$ cat src/verilog/isaPkg.sv
package isaPkg;

	localparam int regAddrWidth = 5;
	localparam int wordWidth = 32;

	//////////////////////////////////////////////////
	// Opcodes
	localparam logic [5:0] opRtype = 6'h00;
	localparam logic [5:0] opJal = 6'h03;
	localparam logic [5:0] opBeq = 6'h04;
	localparam logic [5:0] opBne = 6'h05;
	localparam logic [5:0] opAddi = 6'h08;
	localparam logic [5:0] opAndi = 6'h0c;
	localparam logic [5:0] opOri = 6'h0d;
	localparam logic [5:0] opLui = 6'h0f;
	localparam logic [5:0] opLw = 6'h23;
	localparam logic [5:0] opSw = 6'h2b;

	//////////////////////////////////////////////////
	// R-type function codes
	localparam logic [5:0] fnJr = 6'h08;
	localparam logic [5:0] fnAdd = 6'h20;
	localparam logic [5:0] fnSub = 6'h22;
	localparam logic [5:0] fnAnd = 6'h24;
	localparam logic [5:0] fnOr = 6'h25;
	localparam logic [5:0] fnSlt = 6'h2a;
	localparam logic [5:0] fnSltu = 6'h2b;

	localparam logic [regAddrWidth-1:0] linkReg = 5'd31; // Written by jal

	// One fetched word, two views
	typedef union packed {
		struct packed {
			logic [5:0] opcode;
			logic [regAddrWidth-1:0] rs;
			logic [regAddrWidth-1:0] rt;
			logic [regAddrWidth-1:0] rd;
			logic [4:0] shamt;
			logic [5:0] funct;
		} r;
		struct packed {
			logic [5:0] opcode;
			logic [regAddrWidth-1:0] rs;
			logic [regAddrWidth-1:0] rt;
			logic [15:0] imm16;
		} i;
	} instrWord_t;

endpackage

$ cat src/verilog/pipePkg.sv
package pipePkg;

	localparam logic [31:0] resetPc = 32'h0000_3000;

	localparam int tNewWidth = 2;

	// Cycles until a producer's result can be forwarded
	localparam logic [tNewWidth-1:0] tNewNow = 2'd0;
	localparam logic [tNewWidth-1:0] tNewAlu = 2'd1;
	localparam logic [tNewWidth-1:0] tNewLoad = 2'd2;

	// Cycles until a consumer needs its operand, counted from decode
	localparam logic [tNewWidth-1:0] tUseBranch = 2'd0;
	localparam logic [tNewWidth-1:0] tUseAlu = 2'd1;
	localparam logic [tNewWidth-1:0] tUseStore = 2'd2;

	typedef enum logic [3:0] {
		aluAdd,
		aluSub,
		aluAnd,
		aluOr,
		aluSlt,
		aluSltu,
		aluLui
	} aluOp_t;

endpackage

$ cat src/verilog/stageIf.sv
`timescale 1ns/1ps

// Decode to execute
interface decExIf;
	isaPkg::instrWord_t instr;
	logic [isaPkg::wordWidth-1:0] pc;
	logic [isaPkg::wordWidth-1:0] v1;
	logic [isaPkg::wordWidth-1:0] v2;
	logic [isaPkg::regAddrWidth-1:0] newAddr;
	logic [pipePkg::tNewWidth-1:0] newT;
	logic [isaPkg::wordWidth-1:0] newValue;

	modport source(output instr, pc, v1, v2, newAddr, newT, newValue);
	modport sink(input instr, pc, v1, v2, newAddr, newT, newValue);
endinterface

// Execute to memory/writeback
interface exResIf;
	isaPkg::instrWord_t instr;
	logic [isaPkg::wordWidth-1:0] pc;
	logic [isaPkg::wordWidth-1:0] aluResult;
	logic [isaPkg::wordWidth-1:0] storeData;
	logic [isaPkg::regAddrWidth-1:0] newAddr;
	logic [pipePkg::tNewWidth-1:0] newT;
	logic [isaPkg::wordWidth-1:0] newValue;

	modport source(output instr, pc, aluResult, storeData, newAddr, newT, newValue);
	modport sink(input instr, pc, aluResult, storeData, newAddr, newT, newValue);
endinterface

// Producer records fed back for stall and forwarding
interface fwdIf;
	logic [isaPkg::regAddrWidth-1:0] e2mAddr;
	logic [pipePkg::tNewWidth-1:0] e2mT;
	logic [isaPkg::wordWidth-1:0] e2mValue;
	logic [isaPkg::regAddrWidth-1:0] m2wAddr;
	logic [pipePkg::tNewWidth-1:0] m2wT;
	logic [isaPkg::wordWidth-1:0] m2wValue;

	modport execSrc(output e2mAddr, e2mT, e2mValue);
	modport resultSrc(output m2wAddr, m2wT, m2wValue);
	modport user(input e2mAddr, e2mT, e2mValue, m2wAddr, m2wT, m2wValue);
endinterface

$ cat src/verilog/regFile.sv
`timescale 1ns/1ps

module regFile (
	input logic clk,
	input logic reset,
	input logic [isaPkg::regAddrWidth-1:0] readAddr1,
	input logic [isaPkg::regAddrWidth-1:0] readAddr2,
	output logic [isaPkg::wordWidth-1:0] readData1,
	output logic [isaPkg::wordWidth-1:0] readData2,
	input logic writeEn,
	input logic [isaPkg::regAddrWidth-1:0] writeAddr,
	input logic [isaPkg::wordWidth-1:0] writeData
);
	import isaPkg::*;

	logic [wordWidth-1:0] regs [2**regAddrWidth];

	always_ff @(posedge clk) begin
		if (reset) begin
			for (int i = 0; i < 2**regAddrWidth; i++) begin
				regs[i] <= '0;
			end
		end else if (writeEn) begin
			regs[writeAddr] <= writeData;
		end
	end

	// r0 is hardwired
	assign readData1 = (readAddr1 == '0) ? '0 : regs[readAddr1];
	assign readData2 = (readAddr2 == '0) ? '0 : regs[readAddr2];

	// Writeback filters out destination 0 upstream
	assert property (@(posedge clk) disable iff (reset) writeEn |-> writeAddr != '0)
		else $error("Register file write to r0");

endmodule

$ cat src/verilog/decodeStage.sv
`timescale 1ns/1ps

module decodeStage (
	input logic clk,
	input logic reset,
	output logic [isaPkg::wordWidth-1:0] instAddr,
	input logic [isaPkg::wordWidth-1:0] instData,
	output logic [isaPkg::regAddrWidth-1:0] readAddr1,
	output logic [isaPkg::regAddrWidth-1:0] readAddr2,
	input logic [isaPkg::wordWidth-1:0] readData1,
	input logic [isaPkg::wordWidth-1:0] readData2,
	decExIf.source dec,
	fwdIf.user fwd
);
	import isaPkg::*;
	import pipePkg::*;

	logic [wordWidth-1:0] pc;
	logic [wordWidth-1:0] nextPc;
	logic [wordWidth-1:0] fdPc;
	instrWord_t fdInstr;
	logic isRtype, isAluR, isJr, isImmAlu, isLw, isSw, isBeq, isBne, isLui, isJal;
	logic use1, use2;
	logic [tNewWidth-1:0] tUse1, tUse2;
	logic [regAddrWidth-1:0] newAddr;
	logic [tNewWidth-1:0] newT;
	logic [wordWidth-1:0] newValue;
	logic [wordWidth-1:0] v1, v2;
	logic stall;
	logic jumpEn;
	logic [wordWidth-1:0] jumpTarget;
	logic [wordWidth-1:0] branchOffset;
	logic [25:0] jumpIndex;

	// Youngest producer first, r0 never matches
	function automatic logic mustWait(input logic [regAddrWidth-1:0] addr, input logic used,
			input logic [tNewWidth-1:0] tUse);
		if (!used || addr == '0)
			return 1'b0;
		if (addr == dec.newAddr)
			return tUse < dec.newT;
		if (addr == fwd.e2mAddr)
			return tUse < fwd.e2mT;
		if (addr == fwd.m2wAddr)
			return tUse < fwd.m2wT;
		return 1'b0;
	endfunction

	function automatic logic [wordWidth-1:0] forward(input logic [regAddrWidth-1:0] addr,
			input logic [wordWidth-1:0] grf);
		if (addr == '0)
			return grf;
		if (addr == dec.newAddr)
			return (dec.newT == '0) ? dec.newValue : grf;
		if (addr == fwd.e2mAddr)
			return (fwd.e2mT == '0) ? fwd.e2mValue : grf;
		if (addr == fwd.m2wAddr)
			return (fwd.m2wT == '0) ? fwd.m2wValue : grf;
		return grf;
	endfunction

	//////////////////////////////////////////////////
	// Fetch and F/D register
	always_ff @(posedge clk) begin
		if (reset) begin
			pc <= resetPc;
			fdInstr <= '0;
		end else if (!stall) begin
			pc <= nextPc;
			fdInstr <= instData;
		end
	end

	always_ff @(posedge clk) begin
		if (!stall)
			fdPc <= pc;
	end

	assign instAddr = pc;

	//////////////////////////////////////////////////
	// Decode
	assign isRtype = fdInstr.r.opcode == opRtype;
	assign isAluR = isRtype && (fdInstr.r.funct inside {fnAdd, fnSub, fnAnd, fnOr, fnSlt, fnSltu});
	assign isJr = isRtype && fdInstr.r.funct == fnJr;
	assign isImmAlu = fdInstr.i.opcode inside {opAddi, opAndi, opOri};
	assign isLw = fdInstr.i.opcode == opLw;
	assign isSw = fdInstr.i.opcode == opSw;
	assign isBeq = fdInstr.i.opcode == opBeq;
	assign isBne = fdInstr.i.opcode == opBne;
	assign isLui = fdInstr.i.opcode == opLui;
	assign isJal = fdInstr.i.opcode == opJal;

	always_comb begin // Operand use times
		use1 = isAluR || isJr || isImmAlu || isLw || isSw || isBeq || isBne;
		use2 = isAluR || isSw || isBeq || isBne;
		tUse1 = (isJr || isBeq || isBne) ? tUseBranch : tUseAlu;
		tUse2 = isSw ? tUseStore : ((isBeq || isBne) ? tUseBranch : tUseAlu);
	end

	always_comb begin // Destination record
		newAddr = '0;
		newT = tNewNow;
		newValue = '0;
		if (isAluR) begin
			newAddr = fdInstr.r.rd;
			newT = tNewAlu;
		end else if (isImmAlu) begin
			newAddr = fdInstr.i.rt;
			newT = tNewAlu;
		end else if (isLw) begin
			newAddr = fdInstr.i.rt;
			newT = tNewLoad;
		end else if (isLui) begin
			newAddr = fdInstr.i.rt;
			newValue = {fdInstr.i.imm16, 16'b0};
		end else if (isJal) begin
			newAddr = linkReg;
			newValue = fdPc + 32'd8;
		end
	end

	assign readAddr1 = fdInstr.r.rs;
	assign readAddr2 = fdInstr.r.rt;
	assign v1 = forward(fdInstr.r.rs, readData1);
	assign v2 = forward(fdInstr.r.rt, readData2);
	assign stall = mustWait(fdInstr.r.rs, use1, tUse1) || mustWait(fdInstr.r.rt, use2, tUse2);

	//////////////////////////////////////////////////
	// Branches, relative to the delay slot address
	assign branchOffset = {{14{fdInstr.i.imm16[15]}}, fdInstr.i.imm16, 2'b00};
	assign jumpIndex = {fdInstr.r.rs, fdInstr.r.rt, fdInstr.r.rd, fdInstr.r.shamt, fdInstr.r.funct};

	always_comb begin
		jumpEn = (isBeq && v1 == v2) || (isBne && v1 != v2) || isJal || isJr;
		if (isJr)
			jumpTarget = v1;
		else if (isJal)
			jumpTarget = {pc[31:28], jumpIndex, 2'b00};
		else
			jumpTarget = pc + branchOffset;
	end

	assign nextPc = jumpEn ? jumpTarget : pc + 32'd4;

	//////////////////////////////////////////////////
	// D/E register, bubble on stall
	always_ff @(posedge clk) begin
		if (reset || stall) begin
			dec.instr <= '0;
			dec.newAddr <= '0;
			dec.newT <= '0;
		end else begin
			dec.instr <= fdInstr;
			dec.newAddr <= newAddr;
			dec.newT <= newT;
		end
	end

	always_ff @(posedge clk) begin
		dec.pc <= fdPc;
		dec.v1 <= v1;
		dec.v2 <= v2;
		dec.newValue <= newValue;
	end

	// Worst case is a load feeding a branch
	assert property (@(posedge clk) disable iff (reset) stall ##1 stall |=> !stall)
		else $error("Stall held for more than two cycles");

endmodule

$ cat src/verilog/executeStage.sv
`timescale 1ns/1ps

module executeStage (
	input logic clk,
	input logic reset,
	decExIf.sink dec,
	exResIf.source res,
	fwdIf.execSrc fwdOut,
	fwdIf.user fwd
);
	import isaPkg::*;
	import pipePkg::*;

	logic [wordWidth-1:0] v1, v2;
	logic [wordWidth-1:0] immExt;
	logic [wordWidth-1:0] srcB;
	logic [wordWidth-1:0] aluResult;
	aluOp_t aluOp;
	logic useImm;
	logic isAlu; // Result comes from the ALU

	function automatic logic [wordWidth-1:0] forward(input logic [regAddrWidth-1:0] addr,
			input logic [wordWidth-1:0] base);
		if (addr == '0)
			return base;
		if (addr == fwd.e2mAddr)
			return (fwd.e2mT == '0) ? fwd.e2mValue : base;
		if (addr == fwd.m2wAddr)
			return (fwd.m2wT == '0) ? fwd.m2wValue : base;
		return base;
	endfunction

	assign v1 = forward(dec.instr.r.rs, dec.v1);
	assign v2 = forward(dec.instr.r.rt, dec.v2);

	always_comb begin
		aluOp = aluAdd;
		useImm = 1'b1;
		isAlu = 1'b1;
		immExt = {{16{dec.instr.i.imm16[15]}}, dec.instr.i.imm16};
		case (dec.instr.i.opcode)
			opRtype: begin
				useImm = 1'b0;
				case (dec.instr.r.funct)
					fnAdd: aluOp = aluAdd;
					fnSub: aluOp = aluSub;
					fnAnd: aluOp = aluAnd;
					fnOr: aluOp = aluOr;
					fnSlt: aluOp = aluSlt;
					fnSltu: aluOp = aluSltu;
					default: isAlu = 1'b0; // jr and nops
				endcase
			end
			opAddi: aluOp = aluAdd;
			opAndi: begin
				aluOp = aluAnd;
				immExt = {16'b0, dec.instr.i.imm16};
			end
			opOri: begin
				aluOp = aluOr;
				immExt = {16'b0, dec.instr.i.imm16};
			end
			opLui: aluOp = aluLui;
			default: isAlu = 1'b0; // lw and sw only need the address
		endcase
	end

	assign srcB = useImm ? immExt : v2;

	always_comb begin
		case (aluOp)
			aluAdd: aluResult = v1 + srcB; // Wraps
			aluSub: aluResult = v1 - srcB;
			aluAnd: aluResult = v1 & srcB;
			aluOr: aluResult = v1 | srcB;
			aluSlt: aluResult = {{(wordWidth-1){1'b0}}, $signed(v1) < $signed(srcB)};
			aluSltu: aluResult = {{(wordWidth-1){1'b0}}, v1 < srcB};
			aluLui: aluResult = {dec.instr.i.imm16, 16'b0};
			default: aluResult = '0;
		endcase
	end

	//////////////////////////////////////////////////
	// E/M register
	always_ff @(posedge clk) begin
		if (reset) begin
			res.instr <= '0;
			res.newAddr <= '0;
			res.newT <= '0;
		end else begin
			res.instr <= dec.instr;
			res.newAddr <= dec.newAddr;
			res.newT <= (dec.newT != '0) ? dec.newT - 1'b1 : '0;
		end
	end

	always_ff @(posedge clk) begin
		res.pc <= dec.pc;
		res.aluResult <= aluResult;
		res.storeData <= v2;
		res.newValue <= isAlu ? aluResult : dec.newValue;
	end

	assign fwdOut.e2mAddr = res.newAddr;
	assign fwdOut.e2mT = res.newT;
	assign fwdOut.e2mValue = res.newValue;

endmodule

$ cat src/verilog/resultStage.sv
`timescale 1ns/1ps

module resultStage (
	input logic clk,
	input logic reset,
	exResIf.sink res,
	fwdIf.resultSrc fwd,
	output logic [isaPkg::wordWidth-1:0] dataAddr,
	output logic [isaPkg::wordWidth-1:0] dataWdata,
	output logic dataWe,
	input logic [isaPkg::wordWidth-1:0] dataRdata,
	output logic grfWe,
	output logic [isaPkg::regAddrWidth-1:0] grfAddr,
	output logic [isaPkg::wordWidth-1:0] grfWdata,
	output logic [isaPkg::wordWidth-1:0] wbPc
);
	import isaPkg::*;
	import pipePkg::*;

	logic isLw, isSw;
	logic [wordWidth-1:0] storeFwd;
	logic [wordWidth-1:0] memValue;
	logic [regAddrWidth-1:0] mwAddr;
	logic [tNewWidth-1:0] mwT;
	logic [wordWidth-1:0] mwValue;
	logic [wordWidth-1:0] mwPc;

	assign isLw = res.instr.i.opcode == opLw;
	assign isSw = res.instr.i.opcode == opSw;

	// Load followed by a store of the loaded register
	always_comb begin
		storeFwd = res.storeData;
		if (res.instr.i.rt != '0 && res.instr.i.rt == mwAddr && mwT == '0)
			storeFwd = mwValue;
	end

	//////////////////////////////////////////////////
	// Data memory port
	assign dataAddr = res.aluResult;
	assign dataWdata = storeFwd;
	assign dataWe = isSw;

	assign memValue = isLw ? dataRdata : res.newValue;

	// M/W register
	always_ff @(posedge clk) begin
		if (reset) begin
			mwAddr <= '0;
			mwT <= '0;
		end else begin
			mwAddr <= res.newAddr;
			mwT <= (res.newT != '0) ? res.newT - 1'b1 : '0;
		end
	end

	always_ff @(posedge clk) begin
		mwValue <= memValue;
		mwPc <= res.pc;
	end

	assign fwd.m2wAddr = mwAddr;
	assign fwd.m2wT = mwT;
	assign fwd.m2wValue = mwValue;

	//////////////////////////////////////////////////
	// Writeback
	assign grfWe = mwAddr != '0; // No destination means r0
	assign grfAddr = mwAddr;
	assign grfWdata = mwValue;
	assign wbPc = mwPc;

	assert property (@(posedge clk) disable iff (reset) dataWe |-> dataAddr[1:0] == 2'b00)
		else $error("Unaligned store address %h", dataAddr);

endmodule

$ cat src/verilog/mipsCore.sv
`timescale 1ns/1ps

module mipsCore (
	input logic clk,
	input logic reset,
	output logic [isaPkg::wordWidth-1:0] instAddr,
	input logic [isaPkg::wordWidth-1:0] instData,
	output logic [isaPkg::wordWidth-1:0] dataAddr,
	output logic [isaPkg::wordWidth-1:0] dataWdata,
	output logic dataWe,
	input logic [isaPkg::wordWidth-1:0] dataRdata,
	output logic grfWe,
	output logic [isaPkg::regAddrWidth-1:0] grfAddr,
	output logic [isaPkg::wordWidth-1:0] grfWdata,
	output logic [isaPkg::wordWidth-1:0] wbPc
);
	import isaPkg::*;

	logic [regAddrWidth-1:0] readAddr1, readAddr2;
	logic [wordWidth-1:0] readData1, readData2;

	decExIf i_decEx ();
	exResIf i_exRes ();
	fwdIf i_fwd ();

	regFile i_regFile (
		.clk,
		.reset,
		.readAddr1,
		.readAddr2,
		.readData1,
		.readData2,
		.writeEn(grfWe),
		.writeAddr(grfAddr),
		.writeData(grfWdata)
	);

	decodeStage i_decodeStage (
		.clk,
		.reset,
		.instAddr,
		.instData,
		.readAddr1,
		.readAddr2,
		.readData1,
		.readData2,
		.dec(i_decEx),
		.fwd(i_fwd)
	);

	// Same fwdIf seen as producer and as consumer
	executeStage i_executeStage (
		.clk,
		.reset,
		.dec(i_decEx),
		.res(i_exRes),
		.fwdOut(i_fwd),
		.fwd(i_fwd)
	);

	resultStage i_resultStage (
		.clk,
		.reset,
		.res(i_exRes),
		.fwd(i_fwd),
		.dataAddr,
		.dataWdata,
		.dataWe,
		.dataRdata,
		.grfWe,
		.grfAddr,
		.grfWdata,
		.wbPc
	);

endmodule

$ cat config.mk
export PLATFORM = sky130hd
export DESIGN_NAME = mipsCore
export DESIGN_NICKNAME = d
export VERILOG_FILES = /design/src/verilog/isaPkg.sv /design/src/verilog/pipePkg.sv /design/src/verilog/stageIf.sv /design/src/verilog/regFile.sv /design/src/verilog/decodeStage.sv /design/src/verilog/executeStage.sv /design/src/verilog/resultStage.sv /design/src/verilog/mipsCore.sv
export SDC_FILE = /design/constraint.sdc
export NUM_CORES = 2
export LEC_CHECK = 0
export ABC_AREA = 0
export BUFFER_PORTS_ARGS = -buffer_cell sky130_fd_sc_hd__buf_2
export CAP_MARGIN = 30
export CORE_MARGIN = 5
export CORE_UTILIZATION = 36
export DETAILED_ROUTE_END_ITERATION = 8
export PLACE_DENSITY = 0.5
export RECOVER_POWER = 100
export SLEW_MARGIN = 5
export SYNTH_ARGS = -nofsm -noshare
export SYNTH_HDL_FRONTEND = slang
export SYNTH_SLANG_ARGS = --single-unit
$ cat constraint.sdc
create_clock -name clk -period 14.39 [get_ports clk]
set_input_delay 0.7195 -clock clk [delete_from_list [all_inputs] [get_ports clk]]
set_output_delay 0.7195 -clock clk [all_outputs]
set_load 0.02 [all_outputs]
==> impl_metrics.env <==
export IMPL_status="complete, but fails checks"
export IMPL_violations="max-capacitance violations, max-slew violations"
export IMPL_netlist_instances=6810
export IMPL_io_buffers=232
export IMPL_hold_violations=0
export IMPL_netlist_area_um2=81700
export IMPL_synth_cell_types=102
export IMPL_post_cts_buffers=0
export IMPL_synth_top_cell_by_area="edfxtp_1"
export IMPL_ys_seq_area_share_pct=50.1
export IMPL_power_frac_clock_pct=35.2
export IMPL_place_area_um2=86300
export IMPL_p_comb_share_pct=23.6
export IMPL_grt_max_degree=116
export IMPL_largest_reg_flops=1024
export IMPL_start_util_pct=36.2
export IMPL_yosysWarnings=0
export IMPL_yosysTopAreaCellShare_pct=38.8
export IMPL_die_area_um2=236000
export IMPL_synth_commonest_cells="1056 x edfxtp_1, 931 x and2_1, 459 x mux4_2"
export IMPL_antenna_left=0
export IMPL_setup_ws_ns=3.70
export IMPL_layout_min_cycle_time_ns=10.69
export IMPL_setup_violations=0
export IMPL_cts_resized=0
export IMPL_critPathMostFrequentCell="clkbuf_1"
export IMPL_skew_ns=0.0668
export IMPL_finalSetupTns_ns=0
export IMPL_gp_congestion=1.01
export IMPL_max_freq_ghz=0.0935
export IMPL_synthFlopType="edfxtp_1"
export IMPL_drive_above_1_share_pct=16.3
export IMPL_routed_wl_mm=385
export IMPL_drt_wirelength_per_cell_um=38.3
export IMPL_swShare_pct=33.5
export IMPL_viasPerCell=6.24
export IMPL_filler_cell_count=21400
export IMPL_timing_hold_ws_ns=0.0694
export IMPL_die_h_um=486
export IMPL_top_usage_layer="met2"
export IMPL_slew_headroom_pct=-203
export IMPL_crit_path_max_incr_delay_ns=2.33
export IMPL_tightest_slew_ns=4.55
export IMPL_antenna_found_initial=32
export IMPL_grt_pass1_wl_mm=520
export IMPL_dr_total_vias=62700
export IMPL_use_met3_pct=8.33
export IMPL_grt_pass1_vias=60100
export IMPL_min_path_type="in -> reg"
export IMPL_crit_buf_inv=5
export IMPL_grt_usage_pct=31.7
export IMPL_arrival_ns=11.07
export IMPL_leakage_nw=32.4
export IMPL_ctsHoldBuffers=0
export IMPL_cts_tree="done"
export IMPL_intPower_mw=8.41
export IMPL_regMostFlops="i_regFile.regs"
export IMPL_async_flop_share_pct=0
export IMPL_ys_ff_latch=1514
export IMPL_slew_viol_final=3518
export IMPL_power_switching_mw=4.23
export IMPL_final_core_utilization_pct=40.4
export IMPL_nNetsFinal=7098
export IMPL_final_period_utilization_pct=74.3
export IMPL_dp_hpwl_mm=250
export IMPL_p_seq_share_pct=41.1
export IMPL_crit_fanout=47
export IMPL_syn_area_per_cell_um2=12.0
export IMPL_die_x_um=486
export IMPL_dp_slack_ns=6.88
export IMPL_instances_no_fill=10000
export IMPL_design_area_um2=91100
export IMPL_clock_sinks=1514
export IMPL_synth_most_common_cell="edfxtp_1"
export IMPL_clockRootBuffer="clkbuf_16"
export IMPL_synth_edf_count=1056
export IMPL_core_area_um2=225000
export IMPL_cp_top_family="buffers and inverters"
export IMPL_required_ns=14.77
export IMPL_drtIter0Drc=8601
export IMPL_path_class="in -> reg"
export IMPL_clock_latency_ns=0.86
export IMPL_rsz0062_at_grt="no"
export IMPL_maxCapViolCount=113
export IMPL_overflow=0
export IMPL_use_met2_pct=49.4
export IMPL_clk_transition_reported_paths_ns=0.07
export IMPL_drcViolationCount=0
export IMPL_slowest_stage="clkbuf_1"
export IMPL_max_clock_path_buffers=3
export IMPL_crit_chain="clkbuf_1, clkinvlp_2, clkbuf_1, nand2b_1, nor3b_1, clkbuf_1, or2_0, clkbuf_1"
export IMPL_firstDrtPassIters=6
export IMPL_synthToLayoutAreaGrowth_pct=11.6
export IMPL_cts_max_level=4
export IMPL_ir_drop_uv=104
export IMPL_cp_end_kind="register"
export IMPL_cts_made_buffers=175
export IMPL_io_pins=233
export IMPL_grt_use_met1_pct=39.5
export IMPL_fp_row_count=174
export IMPL_p_total_mw=12.6
export IMPL_dp_cells=9688
export IMPL_powerDensity_nw_per_um2=139
export IMPL_yosys_top_cells_area="edfxtp_1 39%, mux4_2 13%, dfxtp_1 11%, and2_1 7.1%, mux2i_1 2.4%"
export IMPL_critPathLaunchType="input port"
-- final timing paths --
kind	start	to	cells past startpoint	slack, ns
max	reset	i_regFile.regs[26][4]	8	3.70
min	dataRdata[11]	i_resultStage.fwd.m2wValue[11]	3	0.07
max reg2reg	register	i_decodeStage.instAddr[30]	15	4.00
min reg2reg	i_decodeStage.dec.pc[26]	i_executeStage.res.pc[26]	0	0.31
-- worst reg2reg max path, stage by stage (launching register included) --
cell and delay (ns):
dfxtp_1 2.30, clkbuf_1 2.64, mux4_2 0.87, o221ai_1 0.21, a222oi_1 0.14, buf_4 0.23, o31a_1 0.35, xnor2_1 0.22
nor4_1 1.02, nand4_1 0.33, or3_1 0.56, a211oi_4 0.25, buf_4 0.50, o31ai_1 0.22, a21oi_1 0.19, nor4_1 0.07
-- layout by cell type (no fill, tap or decap), types with 32 or more instances in the layout --
cell type / n
xor2_1: 85
dfxtp_1: 450
and3_1: 53
clkbuf_1: 292
diode_2: 34
edfxtp_1: 1056
buf_2: 97
nor2b_1: 69
o22ai_1: 83
nand2b_1: 37
mux2_2: 87
a211oi_1: 45
and2_0: 380
ha_1: 143
clkbuf_16: 179
nand3_1: 125
a22o_1: 90
and2_1: 550
a31oi_1: 35
nor2_1: 250
nand2_1: 389
conb_1: 32
mux2i_1: 192
a21oi_1: 253
o21ai_0: 203
buf_4: 117
a22oi_1: 108
o221ai_1: 32
a221oi_1: 65
inv_1: 175
mux4_2: 459
xnor2_1: 77
nor3_1: 182
-- routing by layer --
layer  vias to the layer above  share of wire [%]
li1                      25600                  -
met1                     31900                 37
met2                      4174                 45
met3                      1006                 11
met4                         8                7.2
met5                         -              0.015
-- area by class of cell --
class,count,area (um2),area share [%]
sequential,1514,40900,44.9
multi-input combinational,4525,37500,41.2
clock buffer,226,4820,5.29
tap,2992,3740,4.11
timing repair buffer,489,2570,2.82
clock inverter,88,773,0.849
inverter,179,674,0.740
antenna,34,85.1,0.0934
-- power groups by stage --
stage	Clock (mW)	Combinational, mW	Sequential (mW)
after floorplan	0	1.70	5.23
after global placement	0	2.93	5.26
after detailed placement	0	2.93	5.27
after CTS	4.49	2.94	5.18
after global routing	4.68	3.10	5.23
final	4.45	2.99	5.20
-- logic make-up after synthesis --
group                    share of synthesized area, %
adder cells (fa/ha/maj)                          2.30
XOR/XNOR                                         1.74
AO/OA/AOI/OAI                                    10.1
flip-flops                                       50.1
AND/OR/NAND/NOR                                  14.7
other                                         0.00459
buffers and inverters                            4.65
multiplexers                                     16.5
Power figures use the tool's default switching activity.
